File: src/common/view_pkg.sv
package view_pkg;

	// screen geometry
	localparam int SCREEN_W = 320;
	localparam int SCREEN_H = 240;
	localparam int X_W = 9;
	localparam int Y_W = 8;

	localparam int COLOR_W = 12;

	// sprite geometry with transparent corner squares
	localparam int SPRITE_SIZE = 16;
	localparam int SPRITE_W = $clog2(SPRITE_SIZE);
	localparam int CORNER = 2;

	// object map
	localparam int OBJ_COUNT = 8;
	localparam int OBJ_IDX_W = 3;
	localparam logic [OBJ_IDX_W-1:0] OBJ_LAST = OBJ_IDX_W'(OBJ_COUNT - 1);

	typedef enum logic [1:0] {
		KIND_GOLD = 2'd0,
		KIND_STONE = 2'd1,
		KIND_DIAMOND = 2'd2
	} obj_kind_t;

	// palette where zero stands for transparent
	localparam logic [COLOR_W-1:0] BG_COLOR = 12'h852;
	localparam logic [COLOR_W-1:0] GOLD_COLOR = 12'hfd0;
	localparam logic [COLOR_W-1:0] STONE_COLOR = 12'h888;
	localparam logic [COLOR_W-1:0] DIAMOND_COLOR = 12'h0ff;

	// game progress
	localparam int LEVEL_W = 3;
	localparam int SCORE_W = 10;
	localparam int GOAL_W = 12;
	localparam logic [GOAL_W-1:0] GOAL_BASE = 12'd75;
	localparam logic [GOAL_W-1:0] GOAL_STEP = 12'd75;

	// countdown in frames
	localparam int TIME_W = 8;
	localparam logic [TIME_W-1:0] TIME_START = 8'd20;

endpackage

File: src/draw/rect_raster.sv
`timescale 1ns/1ps

module rect_raster #(
	parameter int WIDTH = 16,
	parameter int HEIGHT = 16
) (
	input  logic clk,
	input  logic resetn,
	input  logic start,
	output logic [$clog2(WIDTH)-1:0] col,
	output logic [$clog2(HEIGHT)-1:0] row,
	output logic valid,
	output logic done
);

	localparam int COL_W = $clog2(WIDTH);
	localparam int ROW_W = $clog2(HEIGHT);

	logic busy;
	logic last_col;
	logic last_row;

	assign last_col = (col == COL_W'(WIDTH - 1));
	assign last_row = (row == ROW_W'(HEIGHT - 1));
	assign valid = busy;

	// left to right, then next row down
	always_ff @(posedge clk) begin
		if (!resetn) begin
			busy <= 1'b0;
			done <= 1'b0;
			col <= '0;
			row <= '0;
		end else begin
			done <= 1'b0;
			if (start) begin
				busy <= 1'b1;
				col <= '0;
				row <= '0;
			end else if (busy) begin
				if (last_col) begin
					col <= '0;
					if (last_row) begin
						busy <= 1'b0;
						done <= 1'b1;
					end else begin
						row <= row + 1'b1;
					end
				end else begin
					col <= col + 1'b1;
				end
			end
		end
	end

endmodule

File: src/draw/draw_sequencer.sv
`timescale 1ns/1ps

module draw_sequencer (
	input  logic clk,
	input  logic resetn,
	input  logic go,
	input  logic game_over,
	input  logic bg_done,
	input  logic sprite_done,
	output logic bg_start,
	output logic sprite_start,
	output logic [view_pkg::OBJ_IDX_W-1:0] obj_index,
	output logic frame_end
);

	typedef enum logic [2:0] {
		S_IDLE,
		S_BG,
		S_FETCH,
		S_SPRITE,
		S_END
	} state_t;

	state_t state;
	logic last_obj;

	assign last_obj = (obj_index == view_pkg::OBJ_LAST);

	// game_progress sees this while the last sprite finishes,
	// so game_over is already settled when S_END decides
	assign frame_end = (state == S_SPRITE) && sprite_done && last_obj;

	always_ff @(posedge clk) begin
		if (!resetn) begin
			state <= S_IDLE;
			bg_start <= 1'b0;
			sprite_start <= 1'b0;
			obj_index <= '0;
		end else begin
			bg_start <= 1'b0;
			sprite_start <= 1'b0;
			case (state)
				S_IDLE: begin
					if (go) begin
						state <= S_BG;
						bg_start <= 1'b1;
						obj_index <= '0;
					end
				end
				S_BG: begin
					if (bg_done)
						state <= S_FETCH;
				end
				S_FETCH: begin
					// map entry lands at the end of this cycle
					state <= S_SPRITE;
					sprite_start <= 1'b1;
				end
				S_SPRITE: begin
					if (sprite_done) begin
						if (last_obj) begin
							state <= S_END;
						end else begin
							// invisible entries are walked too
							obj_index <= obj_index + 1'b1;
							state <= S_FETCH;
						end
					end
				end
				S_END: begin
					if (game_over) begin
						state <= S_IDLE;
					end else begin
						state <= S_BG;
						bg_start <= 1'b1;
						obj_index <= '0;
					end
				end
				default: state <= S_IDLE;
			endcase
		end
	end

endmodule

File: src/draw/pixel_painter.sv
`timescale 1ns/1ps

module pixel_painter (
	input  logic clk,
	input  logic resetn,
	input  logic bg_valid,
	input  logic [view_pkg::X_W-1:0] bg_col,
	input  logic [view_pkg::Y_W-1:0] bg_row,
	input  logic sprite_valid,
	input  logic [view_pkg::SPRITE_W-1:0] sprite_col,
	input  logic [view_pkg::SPRITE_W-1:0] sprite_row,
	input  logic [view_pkg::X_W-1:0] obj_x,
	input  logic [view_pkg::Y_W-1:0] obj_y,
	input  view_pkg::obj_kind_t obj_kind,
	input  logic obj_visible,
	output logic [view_pkg::X_W-1:0] x,
	output logic [view_pkg::Y_W-1:0] y,
	output logic [view_pkg::COLOR_W-1:0] color,
	output logic write_en
);

	localparam int SPRITE_W = view_pkg::SPRITE_W;
	localparam int HI_EDGE = view_pkg::SPRITE_SIZE - view_pkg::CORNER;

	logic [view_pkg::X_W-1:0] sprite_dx;
	logic [view_pkg::Y_W-1:0] sprite_dy;
	logic col_edge;
	logic row_edge;
	logic [view_pkg::COLOR_W-1:0] kind_color;
	logic [view_pkg::X_W-1:0] x_next;
	logic [view_pkg::Y_W-1:0] y_next;
	logic [view_pkg::COLOR_W-1:0] color_next;
	logic we_next;

	assign sprite_dx = {{(view_pkg::X_W - SPRITE_W){1'b0}}, sprite_col};
	assign sprite_dy = {{(view_pkg::Y_W - SPRITE_W){1'b0}}, sprite_row};

	// corner square when both offsets sit near an edge
	assign col_edge = (sprite_col < SPRITE_W'(view_pkg::CORNER)) ||
		(sprite_col >= SPRITE_W'(HI_EDGE));
	assign row_edge = (sprite_row < SPRITE_W'(view_pkg::CORNER)) ||
		(sprite_row >= SPRITE_W'(HI_EDGE));

	always_comb begin
		case (obj_kind)
			view_pkg::KIND_GOLD: kind_color = view_pkg::GOLD_COLOR;
			view_pkg::KIND_STONE: kind_color = view_pkg::STONE_COLOR;
			view_pkg::KIND_DIAMOND: kind_color = view_pkg::DIAMOND_COLOR;
			default: kind_color = '0;
		endcase
	end

	always_comb begin
		x_next = bg_col;
		y_next = bg_row;
		color_next = view_pkg::BG_COLOR;
		we_next = bg_valid;
		if (sprite_valid) begin
			x_next = obj_x + sprite_dx;
			y_next = obj_y + sprite_dy;
			color_next = (col_edge && row_edge) ? '0 : kind_color;
			// colour zero is see-through
			we_next = obj_visible && (color_next != '0);
		end
	end

	always_ff @(posedge clk) begin
		x <= x_next;
		y <= y_next;
		color <= color_next;
	end

	always_ff @(posedge clk) begin
		if (!resetn)
			write_en <= 1'b0;
		else
			write_en <= we_next;
	end

endmodule

File: src/logic/map_rom.sv
`timescale 1ns/1ps

module map_rom (
	input  logic clk,
	input  logic [view_pkg::OBJ_IDX_W-1:0] obj_index,
	output logic [view_pkg::X_W-1:0] obj_x,
	output logic [view_pkg::Y_W-1:0] obj_y,
	output view_pkg::obj_kind_t obj_kind,
	output logic obj_visible
);

	// entry is ready one cycle after the address
	// origins keep every box fully on screen
	always_ff @(posedge clk) begin
		case (obj_index)
			3'd0: {obj_x, obj_y, obj_kind, obj_visible} <=
				{9'd40, 8'd60, view_pkg::KIND_GOLD, 1'b1};
			3'd1: {obj_x, obj_y, obj_kind, obj_visible} <=
				{9'd100, 8'd120, view_pkg::KIND_STONE, 1'b1};
			3'd2: {obj_x, obj_y, obj_kind, obj_visible} <=
				{9'd200, 8'd80, view_pkg::KIND_DIAMOND, 1'b1};
			// already grabbed
			3'd3: {obj_x, obj_y, obj_kind, obj_visible} <=
				{9'd260, 8'd150, view_pkg::KIND_GOLD, 1'b0};
			3'd4: {obj_x, obj_y, obj_kind, obj_visible} <=
				{9'd20, 8'd200, view_pkg::KIND_STONE, 1'b1};
			3'd5: {obj_x, obj_y, obj_kind, obj_visible} <=
				{9'd150, 8'd180, view_pkg::KIND_GOLD, 1'b1};
			// already grabbed
			3'd6: {obj_x, obj_y, obj_kind, obj_visible} <=
				{9'd290, 8'd100, view_pkg::KIND_DIAMOND, 1'b0};
			default: {obj_x, obj_y, obj_kind, obj_visible} <=
				{9'd180, 8'd210, view_pkg::KIND_STONE, 1'b1};
		endcase
	end

endmodule

File: src/logic/game_progress.sv
`timescale 1ns/1ps

module game_progress (
	input  logic clk,
	input  logic resetn,
	input  logic go,
	input  logic frame_end,
	input  logic [view_pkg::SCORE_W-1:0] score,
	output logic [view_pkg::LEVEL_W-1:0] level,
	output logic [view_pkg::TIME_W-1:0] time_left,
	output logic game_over
);

	logic [view_pkg::GOAL_W-1:0] level_ext;
	logic [view_pkg::GOAL_W-1:0] score_ext;
	logic [view_pkg::GOAL_W-1:0] goal;
	logic goal_met;

	assign level_ext = {{(view_pkg::GOAL_W - view_pkg::LEVEL_W){1'b0}}, level};
	assign score_ext = {{(view_pkg::GOAL_W - view_pkg::SCORE_W){1'b0}}, score};

	// goal grows by one step per level
	assign goal = view_pkg::GOAL_BASE + view_pkg::GOAL_STEP * level_ext;
	assign goal_met = (score_ext >= goal);

	always_ff @(posedge clk) begin
		if (!resetn) begin
			level <= '0;
			time_left <= view_pkg::TIME_START;
			game_over <= 1'b0;
		end else if (go) begin
			// fresh game
			level <= '0;
			time_left <= view_pkg::TIME_START;
			game_over <= 1'b0;
		end else if (frame_end && !game_over) begin
			if (goal_met) begin
				level <= level + 1'b1;
				time_left <= view_pkg::TIME_START;
			end else begin
				time_left <= time_left - 1'b1;
				// last tick ends the game
				if (time_left == view_pkg::TIME_W'(1))
					game_over <= 1'b1;
			end
		end
	end

endmodule

File: src/logic/view_top.sv
`timescale 1ns/1ps

module view_top (
	input  logic clk,
	input  logic resetn,
	input  logic go,
	input  logic [view_pkg::SCORE_W-1:0] score,
	output logic [view_pkg::X_W-1:0] x,
	output logic [view_pkg::Y_W-1:0] y,
	output logic [view_pkg::COLOR_W-1:0] color,
	output logic write_en,
	output logic [view_pkg::LEVEL_W-1:0] level,
	output logic [view_pkg::TIME_W-1:0] time_left,
	output logic game_over
);

	logic bg_start;
	logic bg_done;
	logic bg_valid;
	logic [view_pkg::X_W-1:0] bg_col;
	logic [view_pkg::Y_W-1:0] bg_row;

	logic sprite_start;
	logic sprite_done;
	logic sprite_valid;
	logic [view_pkg::SPRITE_W-1:0] sprite_col;
	logic [view_pkg::SPRITE_W-1:0] sprite_row;

	logic [view_pkg::OBJ_IDX_W-1:0] obj_index;
	logic [view_pkg::X_W-1:0] obj_x;
	logic [view_pkg::Y_W-1:0] obj_y;
	view_pkg::obj_kind_t obj_kind;
	logic obj_visible;

	logic frame_end;

	draw_sequencer u_sequencer (
		.clk(clk),
		.resetn(resetn),
		.go(go),
		.game_over(game_over),
		.bg_done(bg_done),
		.sprite_done(sprite_done),
		.bg_start(bg_start),
		.sprite_start(sprite_start),
		.obj_index(obj_index),
		.frame_end(frame_end)
	);

	// full screen background pass
	rect_raster #(
		.WIDTH(view_pkg::SCREEN_W),
		.HEIGHT(view_pkg::SCREEN_H)
	) bg_raster (
		.clk(clk),
		.resetn(resetn),
		.start(bg_start),
		.col(bg_col),
		.row(bg_row),
		.valid(bg_valid),
		.done(bg_done)
	);

	// one sprite box per map entry
	rect_raster #(
		.WIDTH(view_pkg::SPRITE_SIZE),
		.HEIGHT(view_pkg::SPRITE_SIZE)
	) sprite_raster (
		.clk(clk),
		.resetn(resetn),
		.start(sprite_start),
		.col(sprite_col),
		.row(sprite_row),
		.valid(sprite_valid),
		.done(sprite_done)
	);

	map_rom u_map (
		.clk(clk),
		.obj_index(obj_index),
		.obj_x(obj_x),
		.obj_y(obj_y),
		.obj_kind(obj_kind),
		.obj_visible(obj_visible)
	);

	pixel_painter u_painter (
		.clk(clk),
		.resetn(resetn),
		.bg_valid(bg_valid),
		.bg_col(bg_col),
		.bg_row(bg_row),
		.sprite_valid(sprite_valid),
		.sprite_col(sprite_col),
		.sprite_row(sprite_row),
		.obj_x(obj_x),
		.obj_y(obj_y),
		.obj_kind(obj_kind),
		.obj_visible(obj_visible),
		.x(x),
		.y(y),
		.color(color),
		.write_en(write_en)
	);

	game_progress u_progress (
		.clk(clk),
		.resetn(resetn),
		.go(go),
		.frame_end(frame_end),
		.score(score),
		.level(level),
		.time_left(time_left),
		.game_over(game_over)
	);

endmodule

File: config.mk
export PLATFORM = sky130hd
export DESIGN_NAME = view_top
export DESIGN_NICKNAME = d
export VERILOG_FILES = /design/src/common/view_pkg.sv /design/src/draw/rect_raster.sv /design/src/draw/draw_sequencer.sv /design/src/draw/pixel_painter.sv /design/src/logic/map_rom.sv /design/src/logic/game_progress.sv /design/src/logic/view_top.sv
export SDC_FILE = /design/constraint.sdc
export NUM_CORES = 1
export LEC_CHECK = 0
export BUFFER_PORTS_ARGS = -buffer_cell sky130_fd_sc_hd__buf_4
export CELL_PAD_IN_SITES_DETAIL_PLACEMENT = 1
export CELL_PAD_IN_SITES_GLOBAL_PLACEMENT = 1
export CORE_AREA = 5 5 108 110
export DETAILED_ROUTE_END_ITERATION = 8
export DIE_AREA = 0 0 113 115
export PLACE_DENSITY_LB_ADDON = 0.08
export SLEW_MARGIN = 20
export SYNTH_ARGS = -nofsm -noshare
export SYNTH_HDL_FRONTEND = slang
export SYNTH_SLANG_ARGS = --single-unit
File: constraint.sdc
create_clock -name clk -period 10.6 [get_ports clk]
set_clock_uncertainty 0.05 [all_clocks]
set_input_delay 1.06 -clock clk [delete_from_list [all_inputs] [get_ports clk]]
set_output_delay 1.06 -clock clk [all_outputs]
set_load 0.01 [all_outputs]
==> impl_metrics.py, run 1 <==
metrics = {
    "cells_and_area": {
        "finalInstanceArea_mm2": 0.005640,
        "diodes": 0,
        "fillerInstances": 1271,
        "synthToLayoutAreaGrowth_pct": 13.52,
        "post-route-util": 0.5320,
        "final_common_cell": "dfxtp_1",
        "layout_common_cells": "92 x dfxtp_1, 58 x nor2_1, 55 x buf_4",
        "drive_gt1_frac": 0.1503,
        "nNetsFinal": 666,
    },
    "yosys": {
        "synth_edf_count": 0,
        "synthAdderAreaFrac": 0.1204,
        "synthSimpleGateAreaFrac": 0.2093,
        "syn_nets": 625,
        "synth_xor_area_frac": 0.06497,
        "yosysTopAreaCell": "dfxtp_1",
        "syn_area_per_cell_um2": 8.778,
        "synth.top_cell.area_share": 0.3707,
        "muxShareOfSynthArea": 0.03677,
        "netlist_area_mm2": 0.004969,
        "synth_warnings": 0,
        "synth_top_family_by_area": "simple AND/OR/NAND/NOR gates",
        "ys.flop_type": "dfxtp_1",
        "synth_cells": 566,
        "yosys_register_bits": 92,
        "yosysSeqAreaShare": 0.3707,
        "synth-async-reset-ratio": 0,
        "synth.distinct_cells": 62,
        "synth_compound_area_frac": 0.1498,
        "ys_top_cells_by_area": "dfxtp_1 37%, ha_1 11%, nor2_1 4.4%",
    },
    "setup_path": {
        "crit_required_ns": 10.84,
        "r2r-end": "u_progress.level[2]",
        "endpoint_kind": "register",
        "critPathLaunchType": "register",
        "crit_type": "register to register",
        "worstPathMaxFanout": 14,
        "rrSetupSlack_ns": 5.70,
        "reg2reg_from": "u_progress.level[1]",
        "crit_arrival_ns": 5.14,
        "r2r_cells": 15,
    },
    "clocking": {
        "cts_resized": 0,
        "cts_tree": "built",
        "htreeDepth": 3,
        "clock_latency_ns": 0.36,
        "ctsHoldBuffers": 0,
        "cts_setup_buffers": 0,
        "clockBufferDepth": 2,
        "clk_pin_slew_ns": 0.09,
        "cts.sink_count": 92,
        "numCtsBuffers": 9,
        "cts_root_buf": "clkbuf_8",
    },
    "routing": {
        "avgViaCountPerCell": 5.503,
        "drtIter0Drc": 166,
        "drt_first_pass_iters": 4,
        "wirelength_um": 12060,
        "vias": 4138,
        "drc": 0,
        "ant_nets": 0,
        "drt-wirelength-per-cell_um": 16.04,
    },
    "power_and_ir_drop": {
        "power.leakage_nw": 2.216,
        "ir_drop_mv": 0.05614,
        "p_per_area_mw_per_mm2": 110.2,
        "power_uw": 621.5,
    },
    "placed_design": {
        "place_hpwl_um": 9040,
        "io_buffers": 54,
        "post_dp_cell_area_mm2": 0.005430,
        "gp_congestion": 0.8568,
    },
    "flow_run": {
        "cap_violations": 0,
    },
    "worst_hold_path": {
        "hold_depth": 2,
        "worstHoldEndpoint": "sprite_raster.valid",
        "hold_path.class": "register to register",
        "min_from": "u_sequencer.sprite_start",
    },
    "timing": {
        "fmax_mhz": 204.1,
        "finalCritPeriodShare": 0.4622,
        "drv_slew": 0,
        "final-hold-violation-count": 0,
        "tightest_slew_ns": 0.9208,
        "slew_headroom": 0.3861,
        "setup-violations-final": 0,
        "layout_min_cycle_time_ns": 4.899,
        "tns_ns": 0,
        "rsz0062_at_grt": "false",
    },
    "floorplan": {
        "initial_utilization": 0.4686,
        "coreArea_mm2": 0.01060,
        "fp-row-count": 38,
        "io_pins": 55,
        "die_area_mm2": 0.01300,
        "die_y_um": 115,
        "fp.dieW_um": 113,
    },
    "global_routing": {
        "grt_pass1_wl_um": 20280,
        "grt.total_usage": 0.1915,
        "grt_pass1_vias": 4250,
        "grt_max_degree": 42,
        "antenna_found_initial": 0,
        "grt-ovfl-total": 0,
    },
    "status": {
        "status": "finished clean",
    },
}
==> critical path: stages (launching register included) <==
cell	delay [ns]
dfxtp_1	0.63
ha_1	0.31
ha_1	0.22
inv_1	0.07
fa_1	0.48
or3b_1	0.38
o32a_2	0.23
and2_1	0.23
a21o_1	0.17
a2111oi_0	0.49
ha_1	0.24
and3_1	0.16
o211ai_1	0.10
o221a_2	0.39
or4_1	0.50
a21oi_1	0.15
==> cell usage after synthesis, types with 3 or more instances <==
library cell and instances:
xor2_1 18, and3_1 9, o21ai_0 15, nor3b_1 3
nand2b_1 8, nor3_1 21, o31a_1 3, and2_1 4
a21o_1 6, or4_1 5, a211oi_1 5, nand4_1 7
ha_1 43, nand3_1 16, dfxtp_1 92, xnor2_1 17
nor2_1 58, nand3b_1 3, o211ai_1 4, o22ai_1 5
mux2_2 10, a21oi_1 41, o31ai_1 3, inv_1 29
o21ai_1 4, or3_1 6, nand2_1 50, fa_1 3
nor4_1 4, nor4b_1 3, mux2i_1 7, clkbuf_1 16
nor2b_1 6, buf_4 6
==> sequential cells by signal (all words and copies together) (netlist names), 2 cells and up <==
register / cells
bg_raster.col: 9
sprite_raster.col: 4
u_painter.x: 9
u_map.obj_x: 8
sprite_raster.row: 4
u_map.obj_y: 7
u_sequencer.state: 3
u_painter.color: 7
u_map.obj_kind: 2
u_progress.time_left: 8
bg_raster.row: 8
u_painter.y: 8
u_progress.level: 3
u_sequencer.obj_index: 3
==> cell families (layout without fill, tap and decap cells) <==
kind of cell / count (synthesis) / count (layout)
xor gates and xnor gates: 36 / 36
AOI/OAI and AO/OA: 109 / 109
DFF: 92 / 92
and+or+nand+nor: 211 / 211
muxes: 17 / 17
buffers and inverters: 55 / 101
adders and majority gates: 46 / 46
==> final cells by class <==
class                           instances  area [um^2]  area share
Sequential cell                        92         1842      0.3265
Clock inverter                          5        58.81     0.01043
Inverter                               30        112.6     0.01996
Clock buffer                           11        151.4     0.02684
Timing Repair Buffer                   55        412.9     0.07320
Multi-Input combinational cell        419         2888      0.5120
Tap cell                              140        175.2     0.03106
==> power breakdown <==
group	internal (mW)	switching, mW
sequential	0.348	0.00307
clock	0.122	0.125
combinational	0.0105	0.0133
==> worst max-delay path by stage <==
stage                              startpoint                    to  slack [ns]  cells past startpoint
after floorplan           u_progress.level[2]  u_progress.game_over        6.36                     17
after global placement    u_progress.level[1]   u_progress.level[2]        5.97                     15
after detailed placement  u_progress.level[1]   u_progress.level[2]        5.72                     15
after CTS                 u_progress.level[1]   u_progress.level[2]        5.71                     15
after global routing      u_progress.level[1]   u_progress.level[2]        5.51                     15
final                     u_progress.level[1]   u_progress.level[2]        5.70                     15
==> layer usage <==
metal	vias up	routed length [um]	global-route usage
met3	10	320	0.03789
met1	2021	5845	0.2531
met2	52	5751	0.3199
met4	0	146	0.05449
met5	-	0	0
li1	2055	-	-
==> per-stage QoR <==
stage          hold slack [ns]  instances  setup slack [ns]
5_1_grt                 0.4594        752             5.512
3_3_place_gp            0.3910        736             5.973
6_report                0.4320        752             5.701
2_1_floorplan           0.3813        566             6.360
4_1_cts                 0.4295        752             5.705
3_5_place_dp            0.4166        736             5.718
No activity file was read; power rests on OpenSTA's default activity.
==> inputs of run 2 (changes only) <==
--- a/config.mk
+++ b/config.mk
@@ -8,9 +8,9 @@
 export BUFFER_PORTS_ARGS = -buffer_cell sky130_fd_sc_hd__buf_4
 export CELL_PAD_IN_SITES_DETAIL_PLACEMENT = 1
 export CELL_PAD_IN_SITES_GLOBAL_PLACEMENT = 1
-export CORE_AREA = 5 5 108 110
+export CORE_AREA = 5 5 112 114
 export DETAILED_ROUTE_END_ITERATION = 8
-export DIE_AREA = 0 0 113 115
+export DIE_AREA = 0 0 117 119
 export PLACE_DENSITY_LB_ADDON = 0.08
 export SLEW_MARGIN = 20
 export SYNTH_ARGS = -nofsm -noshare
==> constraint.sdc (replaced) <==
create_clock -name clk -period 4.55 [get_ports clk]
set_clock_uncertainty 0.05 [all_clocks]
set_input_delay 0.455 -clock clk [delete_from_list [all_inputs] [get_ports clk]]
set_output_delay 0.455 -clock clk [all_outputs]
set_load 0.01 [all_outputs]
==> run 2 against run 1 <==
Against the previous run:
- die area up 7.1%
- wire length rose by 2.1%
- sequential power grew 130%
- count of clock-buffer cells in the layout increased by 2
- total power grew to 2.7 times the previous value
- sequential cell count is the same
- core utilization down 1.8 points
- global-route usage down 0.90 points
- first-iteration DRC count is 14% lower
- largest power group is now the clock network
==> impl_metrics.py, run 2 (synthesized netlist as in run 1, its figures left out) <==
metrics = {
    "routing": {
        "drt_first_pass_iters": 4,
        "drt-wirelength-per-cell_um": 16.19,
        "wirelength_um": 12320,
        "vias": 4101,
        "drtIter0Drc": 142,
        "drc": 0,
        "avgViaCountPerCell": 5.389,
        "ant_nets": 0,
    },
    "worst_hold_path": {
        "hold_path.class": "primary input to register",
        "hold_depth": 3,
    },
    "clocking": {
        "cts.sink_count": 92,
        "htreeDepth": 3,
        "cts_root_buf": "clkbuf_16",
        "cts_tree": "built",
        "clockBufferDepth": 2,
        "numCtsBuffers": 9,
        "clk_pin_slew_ns": 0.06,
        "clock_latency_ns": 0.35,
    },
    "cells_and_area": {
        "seq_area_mm2": 0.001843,
        "synthToLayoutAreaGrowth_pct": 17.00,
        "post_layout_nonfiller_instances": 761,
        "diodes": 0,
        "layout_common_cells": "91 x dfxtp_1, 61 x buf_4, 58 x nor2_1",
        "nNetsFinal": 672,
        "drive_gt1_frac": 0.1586,
        "finalInstanceArea_mm2": 0.005813,
        "top_regs": "bg_raster.col x9, u_painter.x x9",
        "final_common_cell": "dfxtp_1",
        "fillerInstances": 1345,
        "multi_input_area_mm2": 0.002892,
    },
    "placed_design": {
        "post-place-ws_ns": 0.2020,
        "post_dp_cell_area_mm2": 0.005479,
        "io_buffers": 54,
        "gp_congestion": 0.9281,
        "place_hpwl_um": 9335,
        "dp.cells": 745,
    },
    "floorplan": {
        "die_y_um": 119,
        "coreArea_mm2": 0.01132,
        "fp-row-count": 39,
        "fp.dieW_um": 117,
        "initial_utilization": 0.4389,
        "io_pins": 55,
        "die_area_mm2": 0.01392,
    },
    "setup_path": {
        "crit_slowest_cell": "or4_1",
        "critPathLaunchType": "register",
        "crit_arrival_ns": 4.50,
        "endpoint_kind": "register",
        "crit_required_ns": 4.77,
        "max_stage_delay_ns": 0.47,
        "cp_common_cell": "ha_1",
        "crit_type": "register to register",
        "worstPathMaxFanout": 5,
        "r2r_cells": 15,
        "crit_chain": "ha_1, ha_1, inv_1, fa_2, or3b_1, o32a_2, and2_1, a21o_1, a2111oi_1, ha_1, and3_1, o211ai_1, o221a_2, or4_1, a21oi_1",
    },
    "global_routing": {
        "grt.total_usage": 0.1825,
        "grt_max_degree": 28,
        "grt_pass1_wl_um": 20490,
        "grt_pass1_vias": 4243,
        "grt-ovfl-total": 0,
        "antenna_found_initial": 0,
    },
    "power_and_ir_drop": {
        "ir_drop_mv": 0.2348,
        "p_per_area_mw_per_mm2": 292.1,
        "power.leakage_nw": 2.307,
        "power_mw": 1.698,
    },
    "timing": {
        "finalCritPeriodShare": 0.9411,
        "setup-violations-final": 0,
        "layout_min_cycle_time_ns": 4.282,
        "fmax_mhz": 233.5,
        "final-hold-violation-count": 0,
        "holdWs_ns": 0.3768,
        "drv_slew": 0,
        "slew_headroom": 0.4147,
        "tightest_slew_ns": 0.8780,
        "setup_ws_ns": 0.2679,
    },
    "flow_run": {
        "cap_violations": 0,
    },
    "status": {
        "status": "finished clean",
    },
}
[run 2: changes by cell type in the layout (fill, tap and decap cells not counted), sizes merged]
cell,delta
clkinvlp,-2
buf,+6
inv,-1
bufinv,+1
clkbuf,+2
[run 2: area by class of cell]
class / count / share of cell area
multi-input combinational: 419 / 0.4974
sequential: 92 / 0.3170
timing repair buffer: 61 / 0.07878
clock buffer: 13 / 0.04477
tap: 143 / 0.03078
inverter: 30 / 0.01937
clock inverter: 3 / 0.01184
[run 2: worst max-delay path, delay by kind of cell (launching register included)]
family | cells | cell delay (ns)
AOI/OAI and AO/OA | 6 | 1.36
buffers and inverters | 1 | 0.07
DFF | 1 | 0.40
adders and majority gates | 4 | 1.08
and+or+nand+nor | 4 | 1.24
[run 2: report_power, final]
group | switching [mW] | leakage [nW] | internal, mW
Sequential | 0.00687 | 0.743 | 0.811
Clock | 0.311 | 0.160 | 0.513
Combinational | 0.0313 | 1.40 | 0.0252
Total | 0.349 | 2.31 | 1.35
[run 2: repair_timing]
action                                  4_1_cts  5_1_grt
hold buffers                                  0        0
endpoints found under the setup margin        0       11
buffers inserted                              0        0
resized for setup                             0        3
[run 2: worst paths after layout]
kind	from	to	slack (ns)
worst max-delay path	u_progress.level[1]	u_progress.level[2]	0.27
worst min-delay path	go	u_progress.time_left[4]	0.38
worst min register to register	bg_raster.row[1]	bg_raster.row[1]	0.45
worst max register to register	u_progress.level[1]	u_progress.level[2]	0.27
[run 2: metal layers]
layer | track usage | up-vias | wire [um]
met5 | 0 | - | 0
li1 | - | 2074 | -
met1 | 0.2238 | 1973 | 5588
met3 | 0.03245 | 13 | 247
met2 | 0.3137 | 41 | 6268
met4 | 0.07097 | 0 | 213
[run 2: per-stage QoR]
step                        util  TNS (ns)
final                     0.5135         0
after global routing      0.5135  -0.01950
after CTS                 0.5130         0
after detailed placement  0.4840         0
after global placement    0.4840         0
after floorplan                -         0
==> inputs of run 3 (changes only) <==
--- a/config.mk
+++ b/config.mk
@@ -8,10 +8,10 @@
 export BUFFER_PORTS_ARGS = -buffer_cell sky130_fd_sc_hd__buf_4
 export CELL_PAD_IN_SITES_DETAIL_PLACEMENT = 1
 export CELL_PAD_IN_SITES_GLOBAL_PLACEMENT = 1
-export CORE_AREA = 5 5 112 114
+export CORE_AREA = 5 5 86 148
 export DETAILED_ROUTE_END_ITERATION = 8
-export DIE_AREA = 0 0 117 119
-export PLACE_DENSITY_LB_ADDON = 0.08
+export DIE_AREA = 0 0 91 153
+export PLACE_DENSITY = 0.83
 export SLEW_MARGIN = 20
 export SYNTH_ARGS = -nofsm -noshare
 export SYNTH_HDL_FRONTEND = slang
==> run 3 against run 2 <==
Against the previous run:
- critical path depth unchanged
- maximum frequency is 0.97% higher
- highest routed layer unchanged
- sequential cell count unchanged
- worst hold slack improved by 0.0091 ns
- non-clock buffer count decreased by 1
- combinational power about the same
- global-route usage grew 0.64 points
- first-iteration DRC count increased by 30%
- largest cell class unchanged
- total power is 4.0% lower
- via count up 2.9%
==> impl_metrics.py, run 3 (synthesized netlist as in run 1, its figures left out) <==
metrics = {
    "status": {
        "status": "finished clean",
    },
    "clocking": {
        "cts_tree": "built",
        "cts_root_buf": "clkbuf_16",
        "cts.sink_count": 92,
        "clock_latency_ns": 0.35,
        "clk_pin_slew_ns": 0.07,
        "htreeDepth": 3,
        "clockBufferDepth": 2,
        "numCtsBuffers": 9,
    },
    "global_routing": {
        "grt.total_usage": 0.1889,
        "grt_max_degree": 42,
        "grt-ovfl-total": 0,
        "grt_pass1_vias": 4564,
        "antenna_found_initial": 0,
        "grt_pass1_wl_um": 21510,
    },
    "routing": {
        "avgViaCountPerCell": 5.609,
        "dr_wl_met2_um": 7460,
        "met3WireLength_um": 358,
        "drt-wirelength-per-cell_um": 17.16,
        "ant_nets": 0,
        "wirelength_um": 12910,
        "met1_length_um": 4499,
        "drc": 0,
        "highest_layer": "met4",
        "drt_first_pass_iters": 4,
        "vias": 4218,
        "drtIter0Drc": 184,
    },
    "timing": {
        "layout_min_cycle_time_ns": 4.241,
        "final-hold-violation-count": 0,
        "tns_ns": 0,
        "fmax_mhz": 235.8,
        "slew_headroom": 0.4324,
        "rsz0062_at_grt": "false",
        "tightest_slew_ns": 0.8514,
        "finalCritPeriodShare": 0.9321,
        "setup-violations-final": 0,
        "drv_slew": 0,
    },
    "floorplan": {
        "die_y_um": 153,
        "initial_utilization": 0.4364,
        "coreArea_mm2": 0.01139,
        "die_area_mm2": 0.01392,
        "fp-row-count": 52,
        "io_pins": 55,
        "fp.dieW_um": 91,
    },
    "setup_path": {
        "reg2reg_from": "u_progress.level[2]",
        "critPathLaunchType": "register",
        "endpoint_kind": "register",
        "crit_arrival_ns": 4.47,
        "rrSetupSlack_ns": 0.31,
        "crit_required_ns": 4.78,
        "r2r_cells": 15,
        "crit_type": "register to register",
        "worstPathMaxFanout": 14,
        "r2r-end": "u_progress.level[2]",
    },
    "power_and_ir_drop": {
        "ir_drop_mv": 0.2588,
        "p_per_area_mw_per_mm2": 282.1,
        "power.leakage_nw": 2.284,
    },
    "placed_design": {
        "dp.cells": 736,
        "io_buffers": 54,
        "gp_congestion": 0.8967,
        "place_hpwl_um": 9894,
    },
    "cells_and_area": {
        "post-route-util": 0.5078,
        "diodes": 0,
        "final_common_cell": "dfxtp_1",
        "drive_gt1_frac": 0.1605,
        "post_layout_nonfiller_instances": 752,
        "multi_input_area_mm2": 0.002905,
        "fillerInstances": 1332,
        "layout_common_cells": "91 x dfxtp_1, 60 x buf_4, 58 x nor2_1",
        "top_regs": "bg_raster.col x9, u_painter.x x9",
        "synthToLayoutAreaGrowth_pct": 16.37,
        "nNetsFinal": 671,
        "seq_area_mm2": 0.001843,
    },
    "worst_hold_path": {
        "hold_path.class": "primary input to register",
        "min_from": "go",
        "worstHoldEndpoint": "u_sequencer.state[0]",
        "hold_depth": 3,
    },
    "flow_run": {
        "cap_violations": 0,
    },
}
[run 3: worst max-delay path by stage]
| stage | startpoint | end | cells past startpoint |
|---|---|---|---|
| after global routing | u_progress.level[2] | u_progress.level[2] | 15 |
| after detailed placement | u_progress.level[2] | u_progress.level[2] | 15 |
| after floorplan | u_progress.level[2] | u_progress.game_over | 17 |
| after global placement | u_progress.level[2] | u_progress.level[2] | 15 |
| after CTS | u_progress.level[2] | u_progress.level[2] | 15 |
| final | u_progress.level[2] | u_progress.level[2] | 15 |
[run 3: per-layer routing]
layer | vias to the layer above | GRT usage
met3 | 35 | 0.03443
met2 | 76 | 0.3727
met1 | 2040 | 0.1711
li1 | 2067 | -
met4 | 0 | 0.1119
met5 | - | 0
[run 3: report_power, final]
part	switching, mW	total, mW	internal (mW)
combinational	0.0314	0.0565	0.0251
clock	0.327	0.758	0.431
sequential	0.00643	0.817	0.810
total	0.365	1.63	1.27
[run 3: area by class of cell]
type,count,share of cell area
Clock buffer,10,0.03960
Clock inverter,6,0.01255
Inverter,30,0.01948
Multi-Input combinational cell,419,0.5025
Sequential cell,92,0.3188
Tap cell,135,0.02921
Timing Repair Buffer,60,0.07791
[run 3: critical path: stages, from the launching register on]
cell and delay, ns:
dfxtp_1 0.39, ha_1 0.32, ha_1 0.20, inv_1 0.07, fa_2 0.40, or3b_1 0.36
o32a_2 0.22, and2_1 0.23, a21o_1 0.18, a2111oi_2 0.30, ha_1 0.21, and3_1 0.15
o211ai_1 0.11, o221a_4 0.34, or4_1 0.48, a21oi_1 0.14
[run 3: stage by stage]
step | setup WS, ns | power (mW) | cell area [um^2] | hold WS, ns
after floorplan | 0.3096 | 0.8669 | 4969 | 0.3813
after global placement | 0.2761 | 0.8883 | 5461 | 0.3873
after detailed placement | 0.09151 | 0.8912 | 5461 | 0.4275
after CTS | 0.06770 | 1.650 | 5763 | 0.3708
after global routing | 0.02819 | 1.687 | 5782 | 0.3833
final | 0.3091 | 1.631 | 5782 | 0.3859
[run 3: timing repair]
action,in CTS,in global routing
buffers inserted,0,0
endpoints found under the setup margin,0,12
gates resized for setup,0,5
hold buffers,0,0
